<file path="config.mk">
export PLATFORM = sky130hd
export DESIGN_NAME = memory_game
export DESIGN_NICKNAME = d
export VERILOG_FILES = /design/src/design/memory_game_pkg.sv /design/src/design/game_control.sv /design/src/design/game_datapath.sv /design/src/design/game_result.sv /design/src/design/memory_game.sv /design/src/design/mod_counter.sv /design/src/design/play_detector.sv /design/src/design/sequence_rom.sv
export SDC_FILE = /design/constraint.sdc
export NUM_CORES = 1
export LEC_CHECK = 0
export BUFFER_PORTS_ARGS = -buffer_cell sky130_fd_sc_hd__buf_2
export CAP_MARGIN = 25
export CORE_ASPECT_RATIO = 1.5
export CORE_MARGIN = 8
export CORE_UTILIZATION = 55
export DETAILED_ROUTE_END_ITERATION = 6
export PLACE_DENSITY = 0.85
export SKIP_CTS_REPAIR_TIMING = 1
export SYNTH_ARGS = -nofsm -noshare
export SYNTH_HDL_FRONTEND = slang
export SYNTH_SLANG_ARGS = --single-unit
</file>
<file path="constraint.sdc">
create_clock -name clock -period 2.27 [get_ports clock]
set_input_delay 0.1135 -clock clock [delete_from_list [all_inputs] [get_ports clock]]
set_output_delay 0.1135 -clock clock [all_outputs]
set_load 0.1 [all_outputs]
</file>
<file path="src/design/memory_game_pkg.sv">
// --------------------------------------------------
// Shared constants for the key-press sequence game
// Sequence words are one-hot, word 0 in the low bits
// Level 0 plays the first half, level 1 the whole table
// --------------------------------------------------
package memory_game_pkg;

    // Key and sequence word geometry
    localparam int KEY_W      = 4;
    localparam int SEQ_DEPTH  = 16;
    localparam int SEQ_ADDR_W = 4;

    // Fixed game sequence, word i at bits [4*i+3:4*i]
    localparam logic [SEQ_DEPTH*KEY_W-1:0] SEQUENCE_TABLE = {
        4'h2, 4'h1, 4'h8, 4'h4, 4'h4, 4'h8, 4'h1, 4'h2,
        4'h1, 4'h2, 4'h4, 4'h8, 4'h8, 4'h4, 4'h2, 4'h1
    };

    // Round lengths per level
    localparam int SHORT_LENGTH = 8;
    localparam int LONG_LENGTH  = 16;

    // Inactivity timeout while waiting for a press
    localparam int TIMEOUT_CYCLES = 3000;
    localparam int TIMER_W        = 12;

    // Correct move count, 0 to 16
    localparam int MOVES_W = 5;

    // Outcome codes
    localparam int OUTCOME_W = 2;
    localparam logic [OUTCOME_W-1:0] OUTCOME_NONE     = 2'd0;
    localparam logic [OUTCOME_W-1:0] OUTCOME_WIN      = 2'd1;
    localparam logic [OUTCOME_W-1:0] OUTCOME_MISMATCH = 2'd2;
    localparam logic [OUTCOME_W-1:0] OUTCOME_TIMEOUT  = 2'd3;

    // Game FSM state codes
    localparam int STATE_W = 3;
    localparam logic [STATE_W-1:0] ST_IDLE    = 3'd0;
    localparam logic [STATE_W-1:0] ST_PREPARE = 3'd1;
    localparam logic [STATE_W-1:0] ST_WAIT    = 3'd2;
    localparam logic [STATE_W-1:0] ST_STORE   = 3'd3;
    localparam logic [STATE_W-1:0] ST_COMPARE = 3'd4;
    localparam logic [STATE_W-1:0] ST_ADVANCE = 3'd5;
    localparam logic [STATE_W-1:0] ST_WIN     = 3'd6;
    localparam logic [STATE_W-1:0] ST_LOSE    = 3'd7;

endpackage

</file>
<file path="src/design/game_control.sv">
// --------------------------------------------------
// Decode stage, the game FSM
// start is honoured only in idle, win or lose
// Presses outside the wait state are ignored
// A press beats a timeout in the same clock
// --------------------------------------------------
`timescale 1ns/1ns

module game_control
    import memory_game_pkg::*;
(
    input  logic clock,
    input  logic reset,
    input  logic start,
    // Status from the datapath
    input  logic play_seen,
    input  logic match,
    input  logic last_move,
    input  logic timer_end,
    // Datapath strobes
    output logic clear_moves,
    output logic count_move,
    output logic store_play,
    output logic store_level,
    output logic run_timer,
    // Result strobes
    output logic clear_result,
    output logic record_win,
    output logic record_mismatch,
    output logic record_timeout,
    output logic count_correct,
    // Game status
    output logic ready,
    output logic playing,
    output logic done
);

    logic [STATE_W-1:0] state;
    logic [STATE_W-1:0] next_state;

    // State register
    always_ff @(posedge clock) begin
        if (reset) begin
            state <= ST_IDLE;
        end else begin
            state <= next_state;
        end
    end

    // Next state
    always_comb begin
        next_state = state;
        case (state)
            ST_IDLE:    if (start) next_state = ST_PREPARE;
            ST_PREPARE: next_state = ST_WAIT;
            ST_WAIT: begin
                if (play_seen) begin
                    next_state = ST_STORE;
                end else if (timer_end) begin
                    next_state = ST_LOSE;
                end
            end
            ST_STORE:   next_state = ST_COMPARE;
            ST_COMPARE: begin
                if (!match) begin
                    next_state = ST_LOSE;
                end else if (last_move) begin
                    next_state = ST_WIN;
                end else begin
                    next_state = ST_ADVANCE;
                end
            end
            ST_ADVANCE: next_state = ST_WAIT;
            // Result held until the next start
            ST_WIN:     if (start) next_state = ST_PREPARE;
            ST_LOSE:    if (start) next_state = ST_PREPARE;
            default:    next_state = ST_IDLE;
        endcase
    end

    // Round setup
    assign clear_moves  = (state == ST_PREPARE);
    assign clear_result = (state == ST_PREPARE);
    assign store_level  = (state == ST_PREPARE);

    // Move handling
    assign run_timer  = (state == ST_WAIT);
    assign store_play = (state == ST_STORE);
    assign count_move = (state == ST_ADVANCE);

    // Outcome strobes on the deciding clock, one before done
    assign count_correct   = (state == ST_COMPARE) && match;
    assign record_win      = (state == ST_COMPARE) && match && last_move;
    assign record_mismatch = (state == ST_COMPARE) && !match;
    assign record_timeout  = (state == ST_WAIT) && timer_end && !play_seen;

    // Status, ready means start is accepted
    assign ready   = (state == ST_IDLE) || (state == ST_WIN) || (state == ST_LOSE);
    assign done    = (state == ST_WIN) || (state == ST_LOSE);
    assign playing = !ready;

endmodule

</file>
<file path="src/design/game_datapath.sv">
// --------------------------------------------------
// Execute stage of the game
// Move index, inactivity timer, ROM and comparator
// Level is sampled on store_level and held all round
// --------------------------------------------------
`timescale 1ns/1ns

module game_datapath
    import memory_game_pkg::*;
(
    input  logic             clock,
    input  logic             reset,
    input  logic [KEY_W-1:0] keys,
    input  logic             level,
    // Control strobes
    input  logic             clear_moves,
    input  logic             count_move,
    input  logic             store_play,
    input  logic             store_level,
    input  logic             run_timer,
    // Status back to control
    output logic             play_seen,
    output logic             match,
    output logic             last_move,
    output logic             timer_end,
    output logic [KEY_W-1:0] last_play
);

    // Current move index
    logic [SEQ_ADDR_W-1:0] move_index;
    // Index flags for the two round lengths
    logic                  index_end;
    logic                  index_middle;
    // Expected word for the current move
    logic [KEY_W-1:0]      expected;
    // Registered level
    logic                  level_q;

    // Level register
    always_ff @(posedge clock) begin
        if (reset) begin
            level_q <= 1'b0;
        end else if (store_level) begin
            level_q <= level;
        end
    end

    // Move counter over the full table
    mod_counter #(
        .MODULUS (LONG_LENGTH),
        .WIDTH   (SEQ_ADDR_W)
    ) i_move_counter (
        .clock     (clock),
        .reset     (reset),
        .clear     (clear_moves),
        .enable    (count_move),
        .count     (move_index),
        .at_end    (index_end),
        .at_middle (index_middle)
    );

    // Inactivity timer, restarted by every press
    mod_counter #(
        .MODULUS (TIMEOUT_CYCLES),
        .WIDTH   (TIMER_W)
    ) i_timer (
        .clock     (clock),
        .reset     (reset),
        .clear     (play_seen | clear_moves),
        .enable    (run_timer),
        .count     (),
        .at_end    (timer_end),
        .at_middle ()
    );

    // Expected sequence word
    sequence_rom i_sequence_rom (
        .clock   (clock),
        .address (move_index),
        .data    (expected)
    );

    // Press pulse and key register
    play_detector i_play_detector (
        .clock   (clock),
        .reset   (reset),
        .clear   (clear_moves),
        .store   (store_play),
        .keys    (keys),
        .pressed (play_seen),
        .play    (last_play)
    );

    // Stored play against the ROM word
    assign match = (last_play == expected);

    // Level 0 stops at the middle index, level 1 at the end
    assign last_move = level_q ? index_end : index_middle;

endmodule

</file>
<file path="src/design/game_result.sv">
// --------------------------------------------------
// Result stage
// Keeps the first outcome recorded after a clear
// Counts correct compares, 16 at most per round
// --------------------------------------------------
`timescale 1ns/1ns

module game_result
    import memory_game_pkg::*;
(
    input  logic                 clock,
    input  logic                 reset,
    input  logic                 clear_result,
    input  logic                 record_win,
    input  logic                 record_mismatch,
    input  logic                 record_timeout,
    input  logic                 count_correct,
    output logic [OUTCOME_W-1:0] outcome,
    output logic [MOVES_W-1:0]   moves
);

    // Outcome latch, later records ignored
    always_ff @(posedge clock) begin
        if (reset || clear_result) begin
            outcome <= OUTCOME_NONE;
        end else if (outcome == OUTCOME_NONE) begin
            if (record_win) begin
                outcome <= OUTCOME_WIN;
            end else if (record_mismatch) begin
                outcome <= OUTCOME_MISMATCH;
            end else if (record_timeout) begin
                outcome <= OUTCOME_TIMEOUT;
            end
        end
    end

    // Correct move count
    always_ff @(posedge clock) begin
        if (reset || clear_result) begin
            moves <= '0;
        end else if (count_correct) begin
            moves <= moves + 1'b1;
        end
    end

endmodule

</file>
<file path="src/design/memory_game.sv">
// --------------------------------------------------
// Top of the key-press sequence game
// keys are level inputs, at most one high at a time
// start is a single-clock pulse, level sampled on it
// --------------------------------------------------
`timescale 1ns/1ns

module memory_game
    import memory_game_pkg::*;
(
    input  logic                 clock,
    input  logic                 reset,
    input  logic                 start,
    input  logic [KEY_W-1:0]     keys,
    input  logic                 level,
    output logic                 ready,
    output logic                 playing,
    output logic                 done,
    output logic [OUTCOME_W-1:0] outcome,
    output logic [MOVES_W-1:0]   moves,
    output logic [KEY_W-1:0]     last_play
);

    // Control to datapath
    logic clear_moves, count_move, store_play, store_level, run_timer;
    // Datapath to control
    logic play_seen, match, last_move, timer_end;
    // Control to result
    logic clear_result, record_win, record_mismatch, record_timeout, count_correct;

    // Decode
    game_control i_game_control (
        .clock (clock), .reset (reset), .start (start),
        .play_seen (play_seen), .match (match),
        .last_move (last_move), .timer_end (timer_end),
        .clear_moves (clear_moves), .count_move (count_move),
        .store_play (store_play), .store_level (store_level),
        .run_timer (run_timer), .clear_result (clear_result),
        .record_win (record_win), .record_mismatch (record_mismatch),
        .record_timeout (record_timeout), .count_correct (count_correct),
        .ready (ready), .playing (playing), .done (done)
    );

    // Execute
    game_datapath i_game_datapath (
        .clock (clock), .reset (reset), .keys (keys), .level (level),
        .clear_moves (clear_moves), .count_move (count_move),
        .store_play (store_play), .store_level (store_level),
        .run_timer (run_timer), .play_seen (play_seen), .match (match),
        .last_move (last_move), .timer_end (timer_end),
        .last_play (last_play)
    );

    // Result
    game_result i_game_result (
        .clock (clock), .reset (reset), .clear_result (clear_result),
        .record_win (record_win), .record_mismatch (record_mismatch),
        .record_timeout (record_timeout), .count_correct (count_correct),
        .outcome (outcome), .moves (moves)
    );

endmodule

</file>
<file path="src/design/mod_counter.sv">
// --------------------------------------------------
// Modulo counter with synchronous clear
// Wraps to zero after MODULUS-1 while enabled
// MODULUS-1 must fit in WIDTH bits
// --------------------------------------------------
`timescale 1ns/1ns

module mod_counter #(
    parameter int MODULUS = 16,
    parameter int WIDTH   = 4
) (
    input  logic             clock,
    input  logic             reset,
    input  logic             clear,
    input  logic             enable,
    output logic [WIDTH-1:0] count,
    output logic             at_end,
    output logic             at_middle
);

    // Clear wins over enable
    always_ff @(posedge clock) begin
        if (reset || clear) begin
            count <= '0;
        end else if (enable) begin
            // Wrap on the last value
            if (at_end) begin
                count <= '0;
            end else begin
                count <= count + 1'b1;
            end
        end
    end

    // Last value of the cycle
    assign at_end = (count == WIDTH'(MODULUS - 1));

    // Last value of the first half
    assign at_middle = (count == WIDTH'(MODULUS / 2 - 1));

endmodule

</file>
<file path="src/design/play_detector.sv">
// --------------------------------------------------
// New-press detector and key register
// Keys must go back to zero before the next press
// pressed is a one-clock pulse, one clock after keys rise
// --------------------------------------------------
`timescale 1ns/1ns

module play_detector
    import memory_game_pkg::*;
(
    input  logic             clock,
    input  logic             reset,
    input  logic             clear,
    input  logic             store,
    input  logic [KEY_W-1:0] keys,
    output logic             pressed,
    output logic [KEY_W-1:0] play
);

    // Any key held now
    logic any_key;
    // Any key held one clock ago
    logic any_key_q;

    assign any_key = |keys;

    // Rising edge of the key OR, registered
    always_ff @(posedge clock) begin
        if (reset) begin
            any_key_q <= 1'b0;
            pressed   <= 1'b0;
        end else begin
            any_key_q <= any_key;
            pressed   <= any_key & ~any_key_q;
        end
    end

    // Stored play, cleared at round start
    always_ff @(posedge clock) begin
        if (reset || clear) begin
            play <= '0;
        end else if (store) begin
            play <= keys;
        end
    end

endmodule

</file>
<file path="src/design/sequence_rom.sv">
// --------------------------------------------------
// 16x4 sequence ROM with registered output
// Data follows the address by one clock
// --------------------------------------------------
`timescale 1ns/1ns

module sequence_rom
    import memory_game_pkg::*;
(
    input  logic                  clock,
    input  logic [SEQ_ADDR_W-1:0] address,
    output logic [KEY_W-1:0]      data
);

    // Table unpacked into addressable words
    logic [KEY_W-1:0] words [SEQ_DEPTH];

    always_comb begin
        for (int i = 0; i < SEQ_DEPTH; i++) begin
            words[i] = SEQUENCE_TABLE[i*KEY_W +: KEY_W];
        end
    end

    // Synchronous read, no reset on the data
    always_ff @(posedge clock) begin
        data <= words[address];
    end

endmodule

</file>
Word level (Yosys, flattened, before mapping)
Memories as Yosys holds them, arrays and structs flattened. A register that Yosys moved wholly into a read port is not among the register bits.
Index checks and enable logic that the tools add are counted.
{"block": "word_totals", "register_bits": 33, "latchBits": 0, "ramBits": 0, "rom_bits": 64, "inputBits": 8, "n_memories": 1}
{"memory": "(no name shown)", "depth": 16, "word_bits": 4, "read_ports": 1, "rd_ports_with_merged_regs": 1, "write_ports": 0, "line": "sequence_rom.sv:26", "text": "data <= words[address];"}
{"block": "classes", "addsub": 3, "multipliers": 0, "n_div": 0, "magnitude_cmp": 0, "eq_ne": 13, "shifts": 0, "mux": 12, "n_bitwise": 4, "n_reduce_logical": 21}
{"cell": "case mux 3 bit (5 select lines)", "count": 1}
{"cell": "adder 12 x 1 -> 12 bit (second input constant)", "count": 1}
{"cell": "== test 12 bit (second input constant)", "count": 1}
{"cell": "== test 3 bit (second input constant)", "count": 4}
{"cell": "two-way mux 12 bit", "count": 1}
{"cell": "two-way mux 3 bit", "count": 4}
{"cell": "two-way mux 2 bit", "count": 4}
{"cell": "== test 3 x 2 -> 1 bit (second input constant)", "count": 2}
{"cell": "adder 5 x 1 -> 5 bit (second input constant)", "count": 1}
{"cell": "logical AND 1 bit", "count": 5}
{"cell": "logical OR 1 bit", "count": 5}
{"cell": "inverter 4 -> 5 bit", "count": 1}
{"cell": "adder 4 x 1 -> 4 bit (second input constant)", "count": 1}
{"cell": "== test 4 x 3 -> 1 bit (second input constant)", "count": 1}
{"cell": "== test 4 bit", "count": 1}
{"cell": "== test 4 bit (second input constant)", "count": 1}
{"cell": "two-way mux 4 bit", "count": 1}
{"cell": "AND reduction 2 bit", "count": 2}
{"cell": "OR reduction 4 bit", "count": 1}
{"cell": "== test 3 x 1 -> 1 bit (second input constant)", "count": 1}
{"cell": "zero test 1 bit", "count": 3}
{"cell": "zero test 3 bit", "count": 1}
{"cell": "inequality test 3 x 1 -> 1 bit (second input constant)", "count": 1}
{"cell": "nonzero test 3 bit", "count": 1}
{"cell": "8 further kinds", "count": 8}

Depth between registers and ports, before layout
Gate-level depths: netlist of run 1.
{"block": "logic_depth", "word_depth": 6, "depth_mapped": 5, "ltp_nobuf": 5}

Cells and area by module
Synthesis of run 1 repeated with hierarchy kept, for this count alone.
{"block": "unflattened", "cells_unflattened": 200, "area_unflattened_um2": 1850.5}
{"mod": "mod_counter at i_game_datapath.i_timer", "instances": 1, "cells_each": 67, "area_each_um2": 643.1, "seq_area_each_um2": 240.2}
{"mod": "game_result", "instances": 1, "cells_each": 31, "area_each_um2": 289.0, "seq_area_each_um2": 140.1}
{"mod": "game_control", "instances": 1, "cells_each": 41, "area_each_um2": 275.3, "seq_area_each_um2": 60.1}
{"mod": "play_detector", "instances": 1, "cells_each": 18, "area_each_um2": 200.2, "seq_area_each_um2": 120.1}
{"mod": "mod_counter at i_game_datapath.i_move_counter", "instances": 1, "cells_each": 19, "area_each_um2": 183.9, "seq_area_each_um2": 80.1}
{"mod": "sequence_rom", "instances": 1, "cells_each": 14, "area_each_um2": 160.2, "seq_area_each_um2": 80.1}
{"mod": "game_datapath", "instances": 1, "cells_each": 10, "area_each_um2": 98.8, "seq_area_each_um2": 20.0}

Worst setup path after synthesis of run 1
No wires, ideal clock.
{"block": "synth_timing", "path_kind": "register -> output", "startpoint": "register i_game_control.state[1]", "endpoint": "output port playing", "t_arrival_ps": 2125, "path_slack_ps": 32, "path_stages_with_launch": 5, "path_buffers": 1, "cell_sequence": "dfxtp_1 buf_2 or3_1 nand2_1 inv_1"}
{"block": "synth_between", "elab_chain_cells": 4, "word_cells_on_any_way": 6, "classes_between": "2 x eq/ne; 4 x reduce/logical"}
{"item": "start: declaration", "line": "game_control.sv:38", "text": "logic [STATE_W-1:0] state;"}
{"item": "start signal: assignment", "line": "game_control.sv:46", "text": "state <= next_state;"}
{"item": "== test 3 bit or zero test 3 bit (tied branches)", "line": "game_control.sv:98", "text": "assign ready = (state == ST_IDLE) || (state == ST_WIN) || (state == ST_LOSE);"}
{"item": "logical OR 1 bit", "line": "game_control.sv:98"}
{"item": "logical OR 1 bit (*)", "line": "game_control.sv:98"}
{"item": "net ready", "line": "memory_game.sv:16", "text": "output logic ready,"}
{"item": "zero test 1 bit (*)", "line": "game_control.sv:100", "text": "assign playing = !ready;"}
{"item": "end: declaration", "line": "memory_game.sv:17", "text": "output logic playing,"}
The timed path passes the listed nets; every way through them passes the cells marked *.

Final worst setup path of run 1
{"block": "layout_timing", "startpoint": "register i_game_control.state[2]", "endpoint": "output port ready"}
{"block": "layout_between", "elab_chain_cells": 3, "word_cells_on_any_way": 5, "classes_between": "2 x eq/ne; 3 x reduce/logical"}
{"item": "== test 3 bit or zero test 3 bit (tied branches)", "line": "game_control.sv:98"}
{"item": "logical OR 1 bit", "line": "game_control.sv:98"}
{"item": "logical OR 1 bit (*)", "line": "game_control.sv:98"}
{"item": "end: declaration", "line": "memory_game.sv:16"}
Every way passes the cells marked *; elsewhere a longest branch is shown, timed or not.

==> impl_metrics.yaml, run 1 <==
pwr:
  power_frac_seq_pct: 47.5
  p_leak_nw: 0.784
  netSwitchingFraction_pct: 35.3
  pwr-share-clk_pct: 28.9
  p_int_mw: 0.982
  pwr-share-comb_pct: 23.6
  p_sw_mw: 0.536
  powerDensity_mw_per_mm2: 716
  peakVddDrop_v: 0.000470
sta:
  timing.final.ws_setup_ns: 0.387
  max_slew.worst_pin.slew_ns: 0.590
  skew_ns: 0.0104
  rsz0062_at_grt: "false"
  slew-limit-headroom_pct: 60.6
  hold_viol_final: 0
  setup_viol: 0
  max_freq_mhz: 531
  slew_viol_final: 0
  min_period_over_period_pct: 83.0
  holdWs_ns: 0.0607
  fin_crit_ns: 1.88
  setup_tns_ns: 0
synth:
  synth_fa_ha_area_share_pct: 3.98
  yosys.area_share.simple_pct: 26.6
  yosysTopAreaCellShare_pct: 39.2
  synth_top_family_by_area: "simple AND/OR/NAND/NOR gates"
  synthArstFlopShare_pct: 0
  synthTopCellsByCount: "dfxtp_1, nor2_1, nand2_1, a21oi_1, xnor2_1"
  synth.avg_cell_area_um2: 8.95
  synth.ff_latch_count: 37
  yosysWarnings: 0
  yosysMostFrequentCell: "dfxtp_1"
  synth_area_mm2: 0.00189
  ys.flop_type: "dfxtp_1"
  netlist_instances: 211
  synth-seq-area-share_pct: 39.2
  muxShareOfSynthArea_pct: 4.77
  synth_cell_types: 46
  synthTopCellsByArea: "dfxtp_1, xnor2_1, mux4_2"
  synth_xor_area_share_pct: 7.89
  syn_nets: 225
  yosys.area.top_type: "dfxtp_1"
  synth_edf_count: 0
  synth_compound_area_share_pct: 13.9
placed_design:
  hpwlAfterDp_um: 3010
  place_inst: 268
  pre_cts_ws_ns: 0.412
  dpl_cell_area_mm2: 0.00203
  port_buffers: 21
  place.gp.congestion: 0.790
floorplanning:
  fp.dieH_um: 87.8
  fp.coreArea_mm2: 0.00335
  dieArea_mm2: 0.00560
  die_w_um: 63.8
  rows: 26
  initial_utilization_pct: 56.3
  io_pins: 22
layout:
  fin_area_mm2: 0.00212
  final_nets: 247
  drive_gt1_share_pct: 19.2
  diodes: 0
  final_cells: 276
  syn2layout_area_growth_pct: 12.3
detailed_routing:
  routed_wl_um: 3930
  num_vias: 1625
  viasPerCell: 5.89
  wire_per_inst_um: 14.2
  drtPass1Iterations: 4
  drtIter0Drc: 49
  drtAntennaViolNets: 0
  drc: 0
worst_setup_path:
  crit_path_top_delay_cell: "buf_2"
  required_ns: 2.16
  r2r_start: "i_game_control.state[1]"
  crit_fanout: 10
  end_kind: "output pin"
  worstSetupPathType: "register to output pin"
  max_stage_delay_ns: 0.43
  startpoint: "i_game_control.state[2]"
  cp_cell_sequence: "buf_4 > or3_1 > nand2_1 > buf_2"
  arrival_ns: 1.77
  startpoint_type: "register"
global_routing:
  grt_pass1_vias: 1672
  grt_max_degree: 23
  grt_overflow: 0
  antenna_found_initial: 0
  grt_pass1_wl_um: 6910
  grt_usage_pct: 15.2
clocking:
  htreeDepth: 2
  numCtsBuffers: 5
  path_clk_slew_ns: 0.07
  clock-sinks: 37
  clk-insertion-delay-late_ns: 0.29
  cts-root-buf: "clkbuf_8"
  tritoncts: "yes"
  cts_max_path_buffers: 2
status:
  status: "complete, no violations"
hold_path:
  hp-start: "level"
  hp-class: "input port to register"
run:
  maxCapViolations: 0
-- logic make-up after synthesis --
family / after synthesis
compound gates: 40
xor+xnor: 17
fa+ha+maj: 6
buf+inv: 17
flops: 37
mux: 4
simple gates: 90
-- critical path: cells and delay by family, from the launching register on --
family / cells / cell delay, ns
AND/OR/NAND/NOR: 2 / 0.46
buffers and inverters: 2 / 0.63
flip-flops: 1 / 0.40
-- cell usage in the layout, fill, tap and decap left out, drive strengths merged, types with 2 or more instances in the layout --
master / instances
a21oi: 17
a22oi: 2
a31oi: 2
and3: 3
and4: 2
buf: 25
clkbuf: 5
clkinv: 2
dfxtp: 37
ha: 6
inv: 7
mux4: 4
nand2: 18
nand2b: 2
nand3: 10
nand4: 6
nand4b: 2
nor2: 21
nor3: 6
nor3b: 3
nor4: 3
o21ai: 9
o31ai: 2
o41ai: 2
or3: 3
or3b: 2
or4: 3
xnor2: 11
xor2: 6
-- area by class of cell --
class	count	area [µm²]
multi-input cells	157	1080
flip-flops and latches	37	741
clock inverters	3	17.5
inverters	7	26.3
repair buffers	25	135
clock buffers	5	68.8
fillers	286	1230
well taps	42	52.6
-- power by group through the flow --
stage | Clock [mW] | Combinational [mW] | Sequential, mW
floorplan | 0 | 0.288 | 0.731
global placement | 0 | 0.355 | 0.734
detailed placement | 0 | 0.358 | 0.735
CTS | 0.451 | 0.359 | 0.722
global route | 0.475 | 0.382 | 0.727
finish | 0.439 | 0.358 | 0.722
-- sequential cells by signal, indices dropped and copies added, names as in the netlist --
| register | flops |
|---|---|
| i_game_datapath.i_timer.count | 12 |
| i_game_result.moves | 5 |
| i_game_datapath.i_move_counter.count | 4 |
| i_game_datapath.i_play_detector.play | 4 |
| i_game_datapath.i_sequence_rom.data | 4 |
| i_game_control.state | 3 |
| i_game_result.outcome | 2 |
| i_game_datapath.i_play_detector.any_key_q | 1 |
| i_game_datapath.i_play_detector.pressed | 1 |
| i_game_datapath.level_q | 1 |
-- metal layers --
metal,vias up,global-route usage [%],share of wire (%)
met1,762,13.1,39
met3,16,4.35,3.9
met2,40,28.3,53
li1,807,-,-
met5,-,0,0
met4,0,12.2,4.6
-- stage by stage --
stage	power [mW]	util, %
6_report	1.52	63.3
3_5_place_dp	1.09	60.7
5_1_grt	1.58	63.3
4_1_cts	1.53	63.3
3_3_place_gp	1.09	60.7
2_1_floorplan	1.02	-
-- path summary, 6_finish.rpt --
| kind | depth (start not counted) | end | slack, ns |
|---|---|---|---|
| worst max-delay path | 4 | ready | 0.39 |
| worst min-delay path | 3 | i_game_datapath.level_q | 0.06 |
| worst max register to register | 4 | i_game_result.outcome[0] | 0.39 |
| worst min register to register | 1 | i_game_datapath.i_play_detector.pressed | 0.40 |
Power figures use the tool's default switching activity.
==> inputs of run 2 (changes only) <==
--- a/config.mk
+++ b/config.mk
@@ -9,9 +9,9 @@
 export CAP_MARGIN = 25
 export CORE_ASPECT_RATIO = 1.5
 export CORE_MARGIN = 8
-export CORE_UTILIZATION = 55
+export CORE_UTILIZATION = 52
 export DETAILED_ROUTE_END_ITERATION = 6
-export PLACE_DENSITY = 0.85
+export PLACE_DENSITY = 0.84
 export SKIP_CTS_REPAIR_TIMING = 1
 export SYNTH_ARGS = -nofsm -noshare
 export SYNTH_HDL_FRONTEND = slang
==> constraint.sdc (replaced) <==
create_clock -name clock -period 1.63 [get_ports clock]
set_input_delay 0.0815 -clock clock [delete_from_list [all_inputs] [get_ports clock]]
set_output_delay 0.0815 -clock clock [all_outputs]
set_load 0.1 [all_outputs]
==> run 2 against run 1 <==
Compared with the run above:
- critical path depth increased by 2
- design area is 21% higher
- clock power rose by 110%
- first-iteration DRC count rose to 2.6 times the previous value
- final cell count increased by 11%
- critical endpoint is now i_game_result.outcome[0]
- register-to-register slack worse by 0.46 ns
- combinational power grew 140%
- the run now ends with negative setup slack left
- count of clock-buffer cells in the layout stayed put
==> impl_metrics.yaml, run 2 (same netlist as run 1, synthesis figures left out) <==
status:
  status: "finished with violations"
  failed_checks: "negative setup slack"
detailed_routing:
  wire_per_inst_um: 17.3
  drtPass1Iterations: 5
  drc: 0
  num_vias: 1870
  drtAntennaViolNets: 0
  viasPerCell: 6.11
  drtIter0Drc: 129
  routed_wl_um: 5290
sta:
  setup_viol: 5
  max_slew.worst_pin.slew_ns: 0.493
  max_freq_mhz: 587
  hold_viol_final: 0
  slew_viol_final: 0
  fin_crit_ns: 1.70
  timing.final.ws_setup_ns: -0.0735
  rsz0062_at_grt: "true"
  skew_ns: 0.00416
  min_period_over_period_pct: 105
  holdWs_ns: 0.0287
  slew-limit-headroom_pct: 67.4
worst_setup_path:
  startpoint: "i_game_control.state[0]"
  startpoint_type: "register"
  timing.rr.end: "i_game_result.outcome[0]"
  crit_fanout: 7
  reg2regPathDepth: 6
  required_ns: 1.81
  crit_path_top_delay_cell: "o41ai_2"
  worstSetupPathType: "register to register"
  cp_num_buf_inv: 2
  cp_common_cell: "buf_4"
  end_kind: "register"
  max_stage_delay_ns: 0.35
  cp_cell_sequence: "buf_4 > buf_4 > nor3b_2 > nand2_1 > o2bb2a_2 > o41ai_2"
  r2r_start: "i_game_control.state[0]"
  ff2ff_setup_slack_ns: -0.07
  endpoint: "i_game_result.outcome[0]"
  worst-path-stages: 6
  crit_family: "compound AO/OA/AOI/OAI gates"
  arrival_ns: 1.88
floorplanning:
  die_w_um: 65.2
  io_pins: 22
  initial_utilization_pct: 52.7
  fp.dieH_um: 89.8
  dieArea_mm2: 0.00585
  rows: 27
  fp.coreArea_mm2: 0.00358
clocking:
  cts-root-buf: "clkbuf_8"
  htreeDepth: 2
  numCtsBuffers: 5
  path_clk_slew_ns: 0.07
  tritoncts: "yes"
  clk-insertion-delay-late_ns: 0.30
  cts_max_path_buffers: 2
  clock-sinks: 37
pwr:
  p_leak_nw: 0.987
  p_int_mw: 1.89
  pwr-share-clk_pct: 33.8
  peakVddDrop_v: 0.00101
  power_frac_seq_pct: 34.7
  p_sw_mw: 0.887
  netSwitchingFraction_pct: 31.9
  pwr-share-comb_pct: 31.5
  powerDensity_mw_per_mm2: 1090
hold_path:
  hp-class: "input port to register"
placed_design:
  place.gp.congestion: 0.887
  hpwlAfterDp_um: 3580
  place_inst: 292
  port_buffers: 21
layout:
  syn2layout_area_growth_pct: 35.6
  final_common_cell: "buf_4"
  reg.largest.list: "i_game_datapath.i_timer.count (12), i_game_result.moves (5)"
  top_register: "i_game_datapath.i_timer.count"
  largest_reg_flops: 12
  final_cells: 306
  final_cell_mix: "buf_4, dfxtp_1, nor2_1, buf_2, nand2_1"
  diodes: 0
  drive_gt1_share_pct: 36.1
  final_nets: 276
global_routing:
  grt_usage_pct: 16.4
  grt_pass1_vias: 1696
  grt_overflow: 0
  grt_pass1_wl_um: 7760
  antenna_found_initial: 0
  grt_max_degree: 14
run:
  maxCapViolations: 0
[run 2: changes by cell type in the layout (fill, tap and decap cells not counted), sizes merged]
cell / delta
clkinv: -1
inv: -1
bufinv: +2
buf: +29
[run 2: cell type report]
class	count	area, µm²
flip-flops and latches	37	772
multi-input cells	157	1150
clock buffers	5	68.8
repair buffers	54	423
fillers	250	1020
well taps	43	53.8
clock inverters	3	65.1
inverters	7	30.0
[run 2: power by group through the flow]
stage               clock (mW)  combinational, mW  sequential, mW
floorplan                    0              0.438            1.01
global placement             0              0.722           0.980
detailed placement           0              0.738           0.983
CTS                      0.945              0.747           0.962
global route             0.985              0.902           0.966
finish                   0.939              0.876           0.964
[run 2: routing by layer]
layer | vias to the layer above | global-route usage [%] | part of all wire, %
met1 | 892 | 16.0 | 37
met2 | 88 | 30.2 | 53
met3 | 24 | 4.47 | 5.8
li1 | 866 | - | -
met4 | 0 | 7.13 | 4.1
met5 | - | 0 | 0
[run 2: worst min path at each step]
stage	from	depth (start not counted)	to
final	keys[2]	3	i_game_datapath.i_play_detector.any_key_q
after global routing	keys[2]	3	i_game_datapath.i_play_detector.any_key_q
after CTS	keys[2]	3	i_game_datapath.i_play_detector.any_key_q
after detailed placement	keys[2]	3	i_game_datapath.i_play_detector.any_key_q
after global placement	level	3	i_game_datapath.level_q
after floorplan	keys[2]	2	i_game_datapath.i_play_detector.any_key_q
[run 2: worst min-delay path, stage by stage]
cell	delay, ns
buf_2	0.09
nor4_1	0.05
nor2_1	0.07
[run 2: per-stage QoR]
stage                     instance area, µm²  TNS [ns]  setup WS [ns]  util (%)  total power, mW
after CTS                               2430    -0.275         -0.178      67.9             2.65
final                                   2560    -0.174        -0.0735      71.5             2.78
after global placement                  2300         0         0.0673      64.2             1.70
after floorplan                         1930         0         0.0185         -             1.45
after global routing                    2560    -0.566         -0.162      71.5             2.85
after detailed placement                2300         0         0.0193      64.2             1.72
==> inputs of run 3 (changes only) <==
--- a/config.mk
+++ b/config.mk
@@ -9,10 +9,11 @@
 export CAP_MARGIN = 25
 export CORE_ASPECT_RATIO = 1.5
 export CORE_MARGIN = 8
-export CORE_UTILIZATION = 52
+export CORE_UTILIZATION = 51
 export DETAILED_ROUTE_END_ITERATION = 6
-export PLACE_DENSITY = 0.84
+export PLACE_DENSITY = 0.83
 export SKIP_CTS_REPAIR_TIMING = 1
 export SYNTH_ARGS = -nofsm -noshare
 export SYNTH_HDL_FRONTEND = slang
+export SYNTH_HIERARCHICAL = 1
 export SYNTH_SLANG_ARGS = --single-unit
==> run 3 against run 2 <==
Compared with the run above:
- the flow still finishes with violations (negative setup slack)
- clock skew increased by 0.0047 ns
- non-clock buffer count decreased by 2
- setup slack got worse by 0.029 ns
- count of clock-buffer cells in the layout increased by 2
- flip-flop and latch count unchanged
==> impl_metrics.yaml, run 3 <==
clocking:
  clk-insertion-delay-late_ns: 0.29
  tritoncts: "yes"
  clock-sinks: 37
  path_clk_slew_ns: 0.07
  htreeDepth: 2
  numCtsBuffers: 5
  cts_max_path_buffers: 2
  cts-root-buf: "clkbuf_8"
floorplanning:
  dieArea_mm2: 0.00579
  initial_utilization_pct: 53.5
  io_pins: 22
  die_w_um: 64.9
  fp.dieH_um: 89.3
  rows: 26
  fp.coreArea_mm2: 0.00342
sta:
  slew_viol_final: 0
  max_slew.worst_pin.slew_ns: 0.492
  skew_ns: 0.00886
  min_period_over_period_pct: 106
  slew-limit-headroom_pct: 67.4
  holdWs_ns: 0.0256
  max_freq_mhz: 577
  setup_viol: 5
  timing.final.ws_setup_ns: -0.103
  rsz0062_at_grt: "true"
  fin_crit_ns: 1.73
  hold_viol_final: 0
worst_setup_path:
  crit_family: "simple AND/OR/NAND/NOR gates"
  required_ns: 1.81
  ff2ff_setup_slack_ns: -0.10
  crit_fanout: 4
  startpoint_type: "register"
  max_stage_delay_ns: 0.35
  arrival_ns: 1.91
  crit_path_top_delay_cell: "dfxtp_4"
  r2r_start: "i_game_datapath/i_play_detector/play[2]"
  cp_cell_sequence: "xor2_1 > nor4_2 > inv_1 > nor3_4 > buf_4 > mux2i_1 > nor2_1"
  timing.rr.end: "i_game_result/moves[1]"
  end_kind: "register"
  reg2regPathDepth: 7
  worstSetupPathType: "register to register"
  cp_num_buf_inv: 2
pwr:
  p_leak_nw: 1.04
  pwr-share-clk_pct: 33.9
  p_sw_mw: 0.755
  power_frac_seq_pct: 39.4
  pwr-share-comb_pct: 26.6
  netSwitchingFraction_pct: 31.1
  powerDensity_mw_per_mm2: 980
  total_power_mw: 2.42
  p_int_mw: 1.67
  peakVddDrop_v: 0.000907
global_routing:
  grt_overflow: 0
  grt_pass1_vias: 1652
  antenna_found_initial: 0
  grt_pass1_wl_um: 7040
  grt_max_degree: 17
  grt_usage_pct: 15.2
synth:
  synth_area_mm2: 0.00183
  syn_nets: 207
  netlist_instances: 196
  synth.avg_cell_area_um2: 9.32
  yosysWarnings: 6
hold_path:
  hp-start: "level"
  hp-class: "input port to register"
  min_to: "i_game_datapath/level_q"
  whs_path_depth: 3
detailed_routing:
  num_vias: 1619
  drtPass1Iterations: 4
  drtAntennaViolNets: 0
  wire_per_inst_um: 15.3
  drc: 0
  drtIter0Drc: 84
  routed_wl_um: 4430
  viasPerCell: 5.60
layout:
  final_cells: 289
  multi_input_area_mm2: 0.00113
  fillCellCount: 268
  diodes: 0
  reg.largest.list: "i_game_datapath/i_timer/count (12), i_game_result/moves (5)"
  drive_gt1_share_pct: 39.7
  final-seq-area_um2: 758
  final_common_cell: "dfxtp_1"
  final_core_util_pct: 72.4
  largest_reg_flops: 12
  syn2layout_area_growth_pct: 35.4
  final_nets: 257
  final_cell_mix: "dfxtp_1, buf_4, nor2_1, buf_2, xor2_1"
  top_register: "i_game_datapath/i_timer/count"
status:
  status: "finished with violations"
  failed_checks: "negative setup slack"
placed_design:
  place.gp.congestion: 0.745
  pre_cts_ws_ns: -0.0501
  place_inst: 274
  hpwlAfterDp_um: 2950
  port_buffers: 21
run:
  maxCapViolations: 0
-- run 3: per-stage QoR --
stage          setup TNS [ns]  cell area, µm²
6_report               -0.311            2470
5_1_grt                -0.723            2470
4_1_cts                -0.599            2290
3_5_place_dp           -0.297            2170
3_3_place_gp                0            2170
2_1_floorplan          -0.773            1870
-- run 3: final cells by class --
class | instances | area share (%)
multi-input combinational | 142 | 45.8
sequential | 37 | 30.7
inverter | 8 | 1.21
tap | 42 | 2.12
timing repair buffer | 52 | 15.5
clock buffer | 7 | 3.49
clock inverter | 1 | 1.21
-- run 3: how the worst max path moves through the flow --
stage	start	depth (start not counted)	end	slack, ns
floorplan	i_game_control/state[1]	4	ready	-0.27
detailed placement	i_game_datapath/i_play_detector/play[2]	7	i_game_result/moves[4]	-0.05
global route	i_game_datapath/i_play_detector/play[2]	7	i_game_result/moves[3]	-0.15
global placement	i_game_datapath/i_play_detector/play[2]	7	i_game_result/moves[4]	0.003
CTS	i_game_datapath/i_play_detector/play[2]	7	i_game_result/moves[4]	-0.06
finish	i_game_datapath/i_play_detector/play[2]	7	i_game_result/moves[1]	-0.10
-- run 3: worst reg2reg max path: cells and delay by family, from the launching register on --
kind | cells | cell delay, ns
mux | 1 | 0.17
xor+xnor | 1 | 0.16
buf+inv | 2 | 0.30
simple gates | 3 | 0.65
flops | 1 | 0.35
-- run 3: power groups by stage --
stage               sequential (mW)  clock [mW]  combinational, mW
floorplan                      1.00           0              0.390
global placement              0.967           0              0.568
detailed placement            0.969           0              0.578
CTS                           0.949       0.834              0.579
global route                  0.961       0.881              0.684
finish                        0.956       0.823              0.646
-- run 3: per-layer routing --
metal	share of wire, %	vias to the layer above	global-route usage [%]
met1	39	779	14.7
met5	0	-	0
met4	2.0	0	8.17
met3	5.3	9	5.27
li1	-	792	-
met2	54	39	27.6
